[src/logic/fabric_pkg.sv]
// CSR fabric shared definitions
`default_nettype none

package fabric_pkg;

   // ************************************************************
   // Address and data widths
   // ************************************************************
   localparam int FEATURE_ADDR_BITS = 12;   // Offset width inside one feature
   localparam int MAX_FEATURES      = 16;   // Reach of the feature-select field

   typedef logic [15:0]                  csr_addr_t;   // Host byte address
   typedef logic [63:0]                  csr_data_t;
   typedef logic [11:0]                  feat_id_t;
   typedef logic [3:0]                   feat_ver_t;
   typedef logic [23:0]                  dfh_offset_t; // Byte distance to next DFH
   typedef logic [FEATURE_ADDR_BITS-1:0] reg_off_t;

   // Register map inside a feature
   localparam reg_off_t DFH_REG_OFF     = 12'h000;
   localparam reg_off_t SCRATCH_REG_OFF = 12'h008;

   localparam logic [3:0] DFH_TYPE_FEATURE = 4'h3;
   localparam csr_data_t  UNMAPPED_DATA    = '1;   // Reads that hit no feature

   // ************************************************************
   // Request and response seen by one feature
   // ************************************************************
   typedef struct packed {
      logic      rd;
      logic      wr;
      reg_off_t  offset;
      csr_data_t wdata;
   } csr_req_t;

   typedef struct packed {
      logic      valid;
      csr_data_t data;
   } csr_rsp_t;

   // Feature table, indexed by feature number
   localparam feat_id_t    FEAT_ID_TABLE     [4] = '{12'h00f, 12'h013, 12'h013, 12'h009};
   localparam feat_ver_t   FEAT_VER_TABLE    [4] = '{4'h1, 4'h0, 4'h0, 4'h1};
   localparam dfh_offset_t NEXT_DFH_TABLE    [4] = '{24'h1000, 24'h1000, 24'h1000, 24'h0};
   localparam logic        END_OF_LIST_TABLE [4] = '{1'b0, 1'b0, 1'b0, 1'b1};

endpackage

`default_nettype wire
[src/logic/board_csr_fabric.sv]
// Board peripheral CSR fabric
`timescale 1ns/1ps
`default_nettype none

module board_csr_fabric #(
   parameter int NUM_FEATURES    = 4,
   parameter int RST_SYNC_STAGES = 3
) (
   input  wire                         clk_csr,
   input  wire                         arst_n,
   input  wire                         pll_locked,
   input  wire                         csr_rd,
   input  wire                         csr_wr,
   input  wire fabric_pkg::csr_addr_t  csr_addr,
   input  wire fabric_pkg::csr_data_t  csr_wdata,
   output logic                        csr_rd_valid,
   output fabric_pkg::csr_data_t       csr_rd_data,
   output logic                        rst_ready
);

   logic                                       rst_n_csr;
   logic                                       rd_miss;
   fabric_pkg::csr_req_t [NUM_FEATURES-1:0]    feat_req;
   fabric_pkg::csr_rsp_t [NUM_FEATURES-1:0]    feat_rsp;

   // ************************************************************
   // Reset release
   // ************************************************************
   csr_rst_sync #(
      .RST_SYNC_STAGES (RST_SYNC_STAGES)
   ) rst_sync (
      .clk_csr    (clk_csr),
      .arst_n     (arst_n),
      .pll_locked (pll_locked),
      .rst_n_csr  (rst_n_csr)
   );

   assign rst_ready = rst_n_csr;

   // ************************************************************
   // Decode, features, read mux
   // ************************************************************
   csr_addr_decode #(
      .NUM_FEATURES (NUM_FEATURES)
   ) addr_decode (
      .clk_csr   (clk_csr),
      .rst_n_csr (rst_n_csr),
      .csr_rd    (csr_rd),
      .csr_wr    (csr_wr),
      .csr_addr  (csr_addr),
      .csr_wdata (csr_wdata),
      .feat_req  (feat_req),
      .rd_miss   (rd_miss)
   );

   // DFH chain parameters come from the package table
   for (genvar i = 0; i < NUM_FEATURES; i++)
   begin : g_feature
      feature_csr #(
         .FEAT_ID         (fabric_pkg::FEAT_ID_TABLE[i]),
         .FEAT_VER        (fabric_pkg::FEAT_VER_TABLE[i]),
         .NEXT_DFH_OFFSET (fabric_pkg::NEXT_DFH_TABLE[i]),
         .END_OF_LIST     (fabric_pkg::END_OF_LIST_TABLE[i])
      ) feature (
         .clk_csr   (clk_csr),
         .rst_n_csr (rst_n_csr),
         .req       (feat_req[i]),
         .rsp       (feat_rsp[i])
      );
   end

   csr_rd_mux #(
      .NUM_FEATURES (NUM_FEATURES)
   ) rd_mux (
      .clk_csr      (clk_csr),
      .rst_n_csr    (rst_n_csr),
      .feat_rsp     (feat_rsp),
      .rd_miss      (rd_miss),
      .csr_rd_valid (csr_rd_valid),
      .csr_rd_data  (csr_rd_data)
   );

endmodule

`default_nettype wire

[src/logic/csr_rd_mux.sv]
// CSR read response mux
`timescale 1ns/1ps
`default_nettype none

module csr_rd_mux #(
   parameter int NUM_FEATURES = 4
) (
   input  wire                                           clk_csr,
   input  wire                                           rst_n_csr,
   input  wire fabric_pkg::csr_rsp_t [NUM_FEATURES-1:0]  feat_rsp,
   input  wire                                           rd_miss,
   output logic                                          csr_rd_valid,
   output fabric_pkg::csr_data_t                         csr_rd_data
);

   logic                  miss_q;     // Miss aligned with the feature stage
   logic                  any_valid;
   fabric_pkg::csr_data_t or_data;

   // At most one feature answers per cycle
   always_comb
   begin
      any_valid = 1'b0;
      or_data   = '0;
      for (int i = 0; i < NUM_FEATURES; i++)
      begin
         if (feat_rsp[i].valid)
         begin
            any_valid = 1'b1;
            or_data   = or_data | feat_rsp[i].data;
         end
      end
   end

   // ************************************************************
   // Host response stage
   // ************************************************************
   always_ff @(posedge clk_csr or negedge rst_n_csr)
   begin
      if (!rst_n_csr)
      begin
         miss_q       <= 1'b0;
         csr_rd_valid <= 1'b0;
      end
      else
      begin
         miss_q       <= rd_miss;
         csr_rd_valid <= any_valid | miss_q;
      end
   end

   always_ff @(posedge clk_csr)
   begin
      if (miss_q)
         csr_rd_data <= fabric_pkg::UNMAPPED_DATA;
      else if (any_valid)
         csr_rd_data <= or_data;
   end

endmodule

`default_nettype wire

[src/logic/feature_csr.sv]
// Feature CSR block
`timescale 1ns/1ps
`default_nettype none

module feature_csr #(
   parameter fabric_pkg::feat_id_t    FEAT_ID         = 12'h000,
   parameter fabric_pkg::feat_ver_t   FEAT_VER        = 4'h0,
   parameter fabric_pkg::dfh_offset_t NEXT_DFH_OFFSET = 24'h0,
   parameter logic                    END_OF_LIST     = 1'b0
) (
   input  wire                        clk_csr,
   input  wire                        rst_n_csr,
   input  wire fabric_pkg::csr_req_t  req,
   output fabric_pkg::csr_rsp_t       rsp
);

   // ************************************************************
   // Device feature header
   // ************************************************************
   // Type, reserved, end of list, next offset, version, ID
   localparam fabric_pkg::csr_data_t DFH_WORD = {
      fabric_pkg::DFH_TYPE_FEATURE,
      19'h0,
      END_OF_LIST,
      NEXT_DFH_OFFSET,
      FEAT_VER,
      FEAT_ID
   };

   fabric_pkg::csr_data_t scratch_q;
   logic                  rsp_valid_q;
   fabric_pkg::csr_data_t rsp_data_q;

   // Scratchpad, the only writable register
   always_ff @(posedge clk_csr or negedge rst_n_csr)
   begin
      if (!rst_n_csr)
      begin
         scratch_q <= '0;
      end
      else if (req.wr && req.offset == fabric_pkg::SCRATCH_REG_OFF)
      begin
         scratch_q <= req.wdata;
      end
   end

   always_ff @(posedge clk_csr or negedge rst_n_csr)
   begin
      if (!rst_n_csr)
      begin
         rsp_valid_q <= 1'b0;
      end
      else
      begin
         rsp_valid_q <= req.rd;   // Writes get no answer
      end
   end

   // ************************************************************
   // Read data
   // ************************************************************
   always_ff @(posedge clk_csr)
   begin
      if (req.rd)
      begin
         case (req.offset)
            fabric_pkg::DFH_REG_OFF:     rsp_data_q <= DFH_WORD;
            fabric_pkg::SCRATCH_REG_OFF: rsp_data_q <= scratch_q;
            default:                     rsp_data_q <= '0;   // Unused offsets
         endcase
      end
   end

   assign rsp = {rsp_valid_q, rsp_data_q};

endmodule

`default_nettype wire

[src/logic/csr_addr_decode.sv]
// CSR request decoder
`timescale 1ns/1ps
`default_nettype none

module csr_addr_decode #(
   parameter int NUM_FEATURES = 4
) (
   input  wire                                       clk_csr,
   input  wire                                       rst_n_csr,
   input  wire                                       csr_rd,
   input  wire                                       csr_wr,
   input  wire fabric_pkg::csr_addr_t                csr_addr,
   input  wire fabric_pkg::csr_data_t                csr_wdata,
   output fabric_pkg::csr_req_t [NUM_FEATURES-1:0]   feat_req,
   output logic                                      rd_miss
);

   localparam int SEL_BITS = $clog2(fabric_pkg::MAX_FEATURES);

   logic [SEL_BITS-1:0]     feat_sel;
   fabric_pkg::reg_off_t    reg_off;
   logic [NUM_FEATURES-1:0] sel_oh;       // One-hot feature select
   logic                    hit;
   logic [NUM_FEATURES-1:0] rd_q;
   logic [NUM_FEATURES-1:0] wr_q;
   fabric_pkg::reg_off_t    off_q;
   fabric_pkg::csr_data_t   wdata_q;

   // Feature number above the offset field
   assign feat_sel = csr_addr[fabric_pkg::FEATURE_ADDR_BITS +: SEL_BITS];
   assign reg_off  = csr_addr[fabric_pkg::FEATURE_ADDR_BITS-1:0];

   always_comb
   begin
      for (int i = 0; i < NUM_FEATURES; i++)
      begin
         sel_oh[i] = (feat_sel == SEL_BITS'(i));
      end
   end

   assign hit = |sel_oh;   // Low when no block sits behind the number

   // ************************************************************
   // Request stage
   // ************************************************************
   always_ff @(posedge clk_csr or negedge rst_n_csr)
   begin
      if (!rst_n_csr)
      begin
         rd_q    <= '0;
         wr_q    <= '0;
         rd_miss <= 1'b0;
      end
      else
      begin
         rd_q    <= {NUM_FEATURES{csr_rd}} & sel_oh;
         wr_q    <= {NUM_FEATURES{csr_wr}} & sel_oh;   // Unmapped writes fall away here
         rd_miss <= csr_rd & ~hit;
      end
   end

   always_ff @(posedge clk_csr)
   begin
      if (csr_rd | csr_wr)
      begin
         off_q   <= reg_off;
         wdata_q <= csr_wdata;
      end
   end

   // Offset and data go to every feature, strobes only to the selected one
   always_comb
   begin
      for (int i = 0; i < NUM_FEATURES; i++)
      begin
         feat_req[i].rd     = rd_q[i];
         feat_req[i].wr     = wr_q[i];
         feat_req[i].offset = off_q;
         feat_req[i].wdata  = wdata_q;
      end
   end

endmodule

`default_nettype wire

[src/logic/csr_rst_sync.sv]
// CSR reset release
`timescale 1ns/1ps
`default_nettype none

module csr_rst_sync #(
   parameter int RST_SYNC_STAGES = 3
) (
   input  wire  clk_csr,
   input  wire  arst_n,       // Board reset
   input  wire  pll_locked,
   output logic rst_n_csr
);

   logic                       clr_n;
   logic [RST_SYNC_STAGES-1:0] sync_q;

   // Either source pulls the whole chain low at once
   assign clr_n = arst_n & pll_locked;

   // ************************************************************
   // Release chain, ones shift in after both sources are good
   // ************************************************************
   always_ff @(posedge clk_csr or negedge clr_n)
   begin
      if (!clr_n)
      begin
         sync_q <= '0;
      end
      else
      begin
         sync_q <= {sync_q[RST_SYNC_STAGES-2:0], 1'b1};
      end
   end

   assign rst_n_csr = sync_q[RST_SYNC_STAGES-1];   // Last stage

endmodule

`default_nettype wire

[config.mk]
export PLATFORM = sky130hd
export DESIGN_NAME = board_csr_fabric
export DESIGN_NICKNAME = d
export VERILOG_FILES = /design/src/logic/fabric_pkg.sv /design/src/logic/board_csr_fabric.sv /design/src/logic/csr_rd_mux.sv /design/src/logic/feature_csr.sv /design/src/logic/csr_addr_decode.sv /design/src/logic/csr_rst_sync.sv
export SDC_FILE = /design/constraint.sdc
export NUM_CORES = 1
export LEC_CHECK = 0
export BUFFER_PORTS_ARGS = -buffer_cell sky130_fd_sc_hd__buf_2
export CORE_ASPECT_RATIO = 0.7
export CORE_MARGIN = 2
export CORE_UTILIZATION = 35
export CTS_CLUSTER_SIZE = 28
export DETAILED_ROUTE_END_ITERATION = 7
export GPL_ROUTABILITY_DRIVEN = 0
export PLACE_DENSITY = 0.59
export SLEW_MARGIN = 20
export SYNTH_ARGS = -nofsm -noshare
export SYNTH_HDL_FRONTEND = slang
export SYNTH_HIERARCHICAL = 1
export SYNTH_SLANG_ARGS = --single-unit
[constraint.sdc]
create_clock -name clk_csr -period 12.9 [get_ports clk_csr]
set_clock_uncertainty 0.05 [all_clocks]
set_input_delay 1.29 -clock clk_csr [delete_from_list [all_inputs] [get_ports clk_csr]]
set_output_delay 1.29 -clock clk_csr [all_outputs]
set_load 0.02 [all_outputs]
==> impl_metrics.json <==
{
  "p_switching_uw": 945.1,
  "clock_sinks": 670,
  "clock_latency_ns": 0.64,
  "root_buffer": "clkbuf_16",
  "synth.most_common_cell": "edfxtp_1",
  "grt_pass1_vias": 14360,
  "ir_drop_v": 0.0001012,
  "ys_seq_elements": 670,
  "internal-power_mw": 3.400,
  "drv_cap": 0,
  "synthTopCellsByArea": "edfxtp_1 (37%), dfrtp_1 (25%), mux2_1 (10%), buf_4 (6.5%), and2_1 (5.4%)",
  "crit_fanout": 42,
  "worstPathArrival_ns": 1.72,
  "antenna_left": 0,
  "seqPwrFrac": 0.538,
  "grt_pass1_wl_um": 91930,
  "core_region_area_sq_um": 76680,
  "synth.distinct_cells": 30,
  "mappedNetlistArea_sq_um": 27000,
  "clkSlewWorstSetupHoldPaths_ns": 0.07,
  "routedWlPerCell_um": 21.83,
  "power_density_nw_per_um2": 149.1,
  "path_delay_family": "flip-flops",
  "required_ns": 11.56,
  "synth_flop_cell": "edfxtp_1",
  "hold_violations": 0,
  "fillers": 7126,
  "critPathKind": "reg2out",
  "startpoint_type": "register",
  "yosysSeqAreaShare": 0.6707,
  "initialDrtViolationCount": 861,
  "cpMaxStageDelayCell": "dfrtp_4",
  "cts_buffers": 61,
  "p_comb_frac": 0.040,
  "grt_max_degree": 169,
  "slowest_delay_ns": 0.78,
  "status": "complete, no violations",
  "clk_path_buf_depth": 3,
  "cts_tree": "built",
  "rows": 85,
  "portBuffers": 150,
  "period_share": 0.2375,
  "dp_hpwl_um": 33680,
  "syn_to_final_growth_pct": 7.962,
  "num_vias": 13520,
  "syn_area_per_cell_sq_um": 15.19,
  "synth_area_leader_cell": "edfxtp_1",
  "p_leak_nw": 12.12,
  "firstDrtPassIters": 5,
  "grt_usage": 0.1546,
  "final_max_slew_viol_count": 0,
  "synth.top_cells.by_count": "edfxtp_1 (332), dfrtp_1 (274), mux2_1 (240)",
  "hold_path.class": "reg2async",
  "ioPinCount": 151,
  "netlist_instances": 1777,
  "start_util": 0.3521,
  "fin_util": 0.3801,
  "die-height_um": 236.4,
  "grt-ovfl-total": 0,
  "setup_viol": 0,
  "r2r_start": "addr_decode/off_q[4]",
  "critPathBufInv": 1,
  "fin_nets": 1775,
  "drc": 0,
  "wl_um": 60870,
  "cts-resized-gates": 0,
  "max_freq_mhz": 326.3,
  "rsz0062_at_grt": "no",
  "synthesis.nets": 1862,
  "synth_top_area_frac": 0.3693,
  "die-area_sq_um": 79410,
  "via_per_inst": 4.850,
  "fin_tns_setup_ns": 0,
  "cts-htree-levels": 2,
  "holdBufCountCts": 0,
  "min_period_ns": 3.064,
  "max_slew.worst_pin.slew_ns": 1.094,
  "die_x_um": 336.0,
  "slew_headroom": 0.2708,
  "endpoint_kind": "output port",
  "synthArstFlopShare": 0.4090,
  "synth-edff-count": 332,
  "path_cells": "buf_2",
  "switching_share": 0.2175,
  "synth_warnings": 6,
  "startpoint": "rst_sync/sync_q[2]",
  "antenna_found_initial": 1,
  "drive_above_1_share": 0.1813,
  "pwr-share-clk": 0.423,
  "postCtsSetupBuffers": 0
}
worst paths after layout:
path / slack (ns) / depth (start not counted) / endpoint
max: 9.84 / 1 / rst_ready
max reg2reg: 10.21 / 4 / g_feature[2].feature/scratch_q[2]
min: 0.28 / 0 / g_feature[2].feature/scratch_q[57]
max in group asynchronous: 10.24 / 2 / g_feature[0].feature/rsp_valid_q
min reg2reg: 0.28 / 0 / g_feature[2].feature/scratch_q[57]
min in group clk_csr: 0.30 / 0 / rd_mux/miss_q
power groups by stage:
stage / logic, mW / clock network, mW / registers, mW
5_1_grt: 0.185 / 1.97 / 2.34
3_5_place_dp: 0.176 / 0 / 2.38
3_3_place_gp: 0.173 / 0 / 2.38
4_1_cts: 0.177 / 1.88 / 2.34
2_1_floorplan: 0.142 / 0 / 2.41
6_report: 0.172 / 1.84 / 2.34
layout make-up:
type / count / area, sq um / share of cell area
clock inverter: 26 / 247.7 / 0.008499
inverter: 30 / 112.6 / 0.003863
timing repair buffer: 179 / 980.9 / 0.03365
antenna: 1 / 2.502 / 0.00008585
clock buffer: 90 / 1798 / 0.06168
tap: 1044 / 1306 / 0.04481
sequential: 670 / 18140 / 0.6224
multi-input combinational: 748 / 6559 / 0.2250
sequential cells by signal, indices dropped and copies added, names as in the netlist:
name and flops:
g_feature.feature/rsp_data_q 256, g_feature.feature/scratch_q 256, addr_decode/wdata_q 64, rd_mux/csr_rd_data 64, addr_decode/off_q 12, addr_decode/rd_q 4, addr_decode/wr_q 4, g_feature.feature/rsp_valid_q 4
rst_sync/sync_q 3, addr_decode/rd_miss 1, rd_mux/csr_rd_valid 1, rd_mux/miss_q 1
routing by layer:
metal / wire length (um) / share of wire / up-vias / GRT usage
met5: 0 / 0 / - / 0
met4: 817 / 0.013 / 0 / 0.03193
met3: 3171 / 0.052 / 60 / 0.02696
met2: 28720 / 0.47 / 316 / 0.2518
met1: 28150 / 0.46 / 7089 / 0.2169
li1: - / - / 6057 / -
stage by stage:
| step | std cells | setup slack (ns) | hold WS, ns | power, mW | area, sq um |
|---|---|---|---|---|---|
| 3_5_place_dp | 2671 | 9.801 | 0.2864 | 2.558 | 27100 |
| 2_1_floorplan | 1777 | 4.514 | 0.2812 | 2.552 | 27000 |
| 6_report | 2788 | 9.836 | 0.2757 | 4.345 | 29150 |
| 4_1_cts | 2787 | 9.749 | 0.3012 | 4.397 | 29150 |
| 3_3_place_gp | 2671 | 9.868 | 0.2764 | 2.553 | 27100 |
| 5_1_grt | 2787 | 9.672 | 0.3132 | 4.504 | 29150 |
logic make-up (layout without fill, tap and decap cells):
| group | Yosys count | in the layout | share of synthesized area |
|---|---|---|---|
| flip-flops | 670 | 670 | 0.6707 |
| buffers and inverters | 359 | 325 | 0.08787 |
| AND/OR/NAND/NOR | 273 | 273 | 0.06743 |
| multiplexers | 256 | 256 | 0.1068 |
| AO/OA/AOI/OAI | 218 | 218 | 0.06711 |
| other | 1 | 2 | 0.0001389 |
placed cells by master, fill, tap and decap left out, types with 5 or more instances in the layout:
cell type,count
clkbuf_16,63
mux2_1,240
clkbuf_1,15
nor4_4,5
mux2_2,16
a221oi_1,64
dfxtp_1,64
a22o_1,64
clkinv_2,14
a21oi_1,26
inv_1,30
dfrtp_1,265
or4_1,8
clkbuf_8,12
or3_1,8
dfrtp_4,9
and2_1,231
buf_4,28
edfxtp_1,332
buf_2,150
a2bb2oi_1,64
worst register-to-register path: cells and delay by family, from the launching register on:
family,cells,cell delay [ns]
buf+inv,1,0.73
flops,1,0.41
simple gates,2,0.95
mux,1,0.44
No activity file was read; power rests on OpenSTA's default activity.
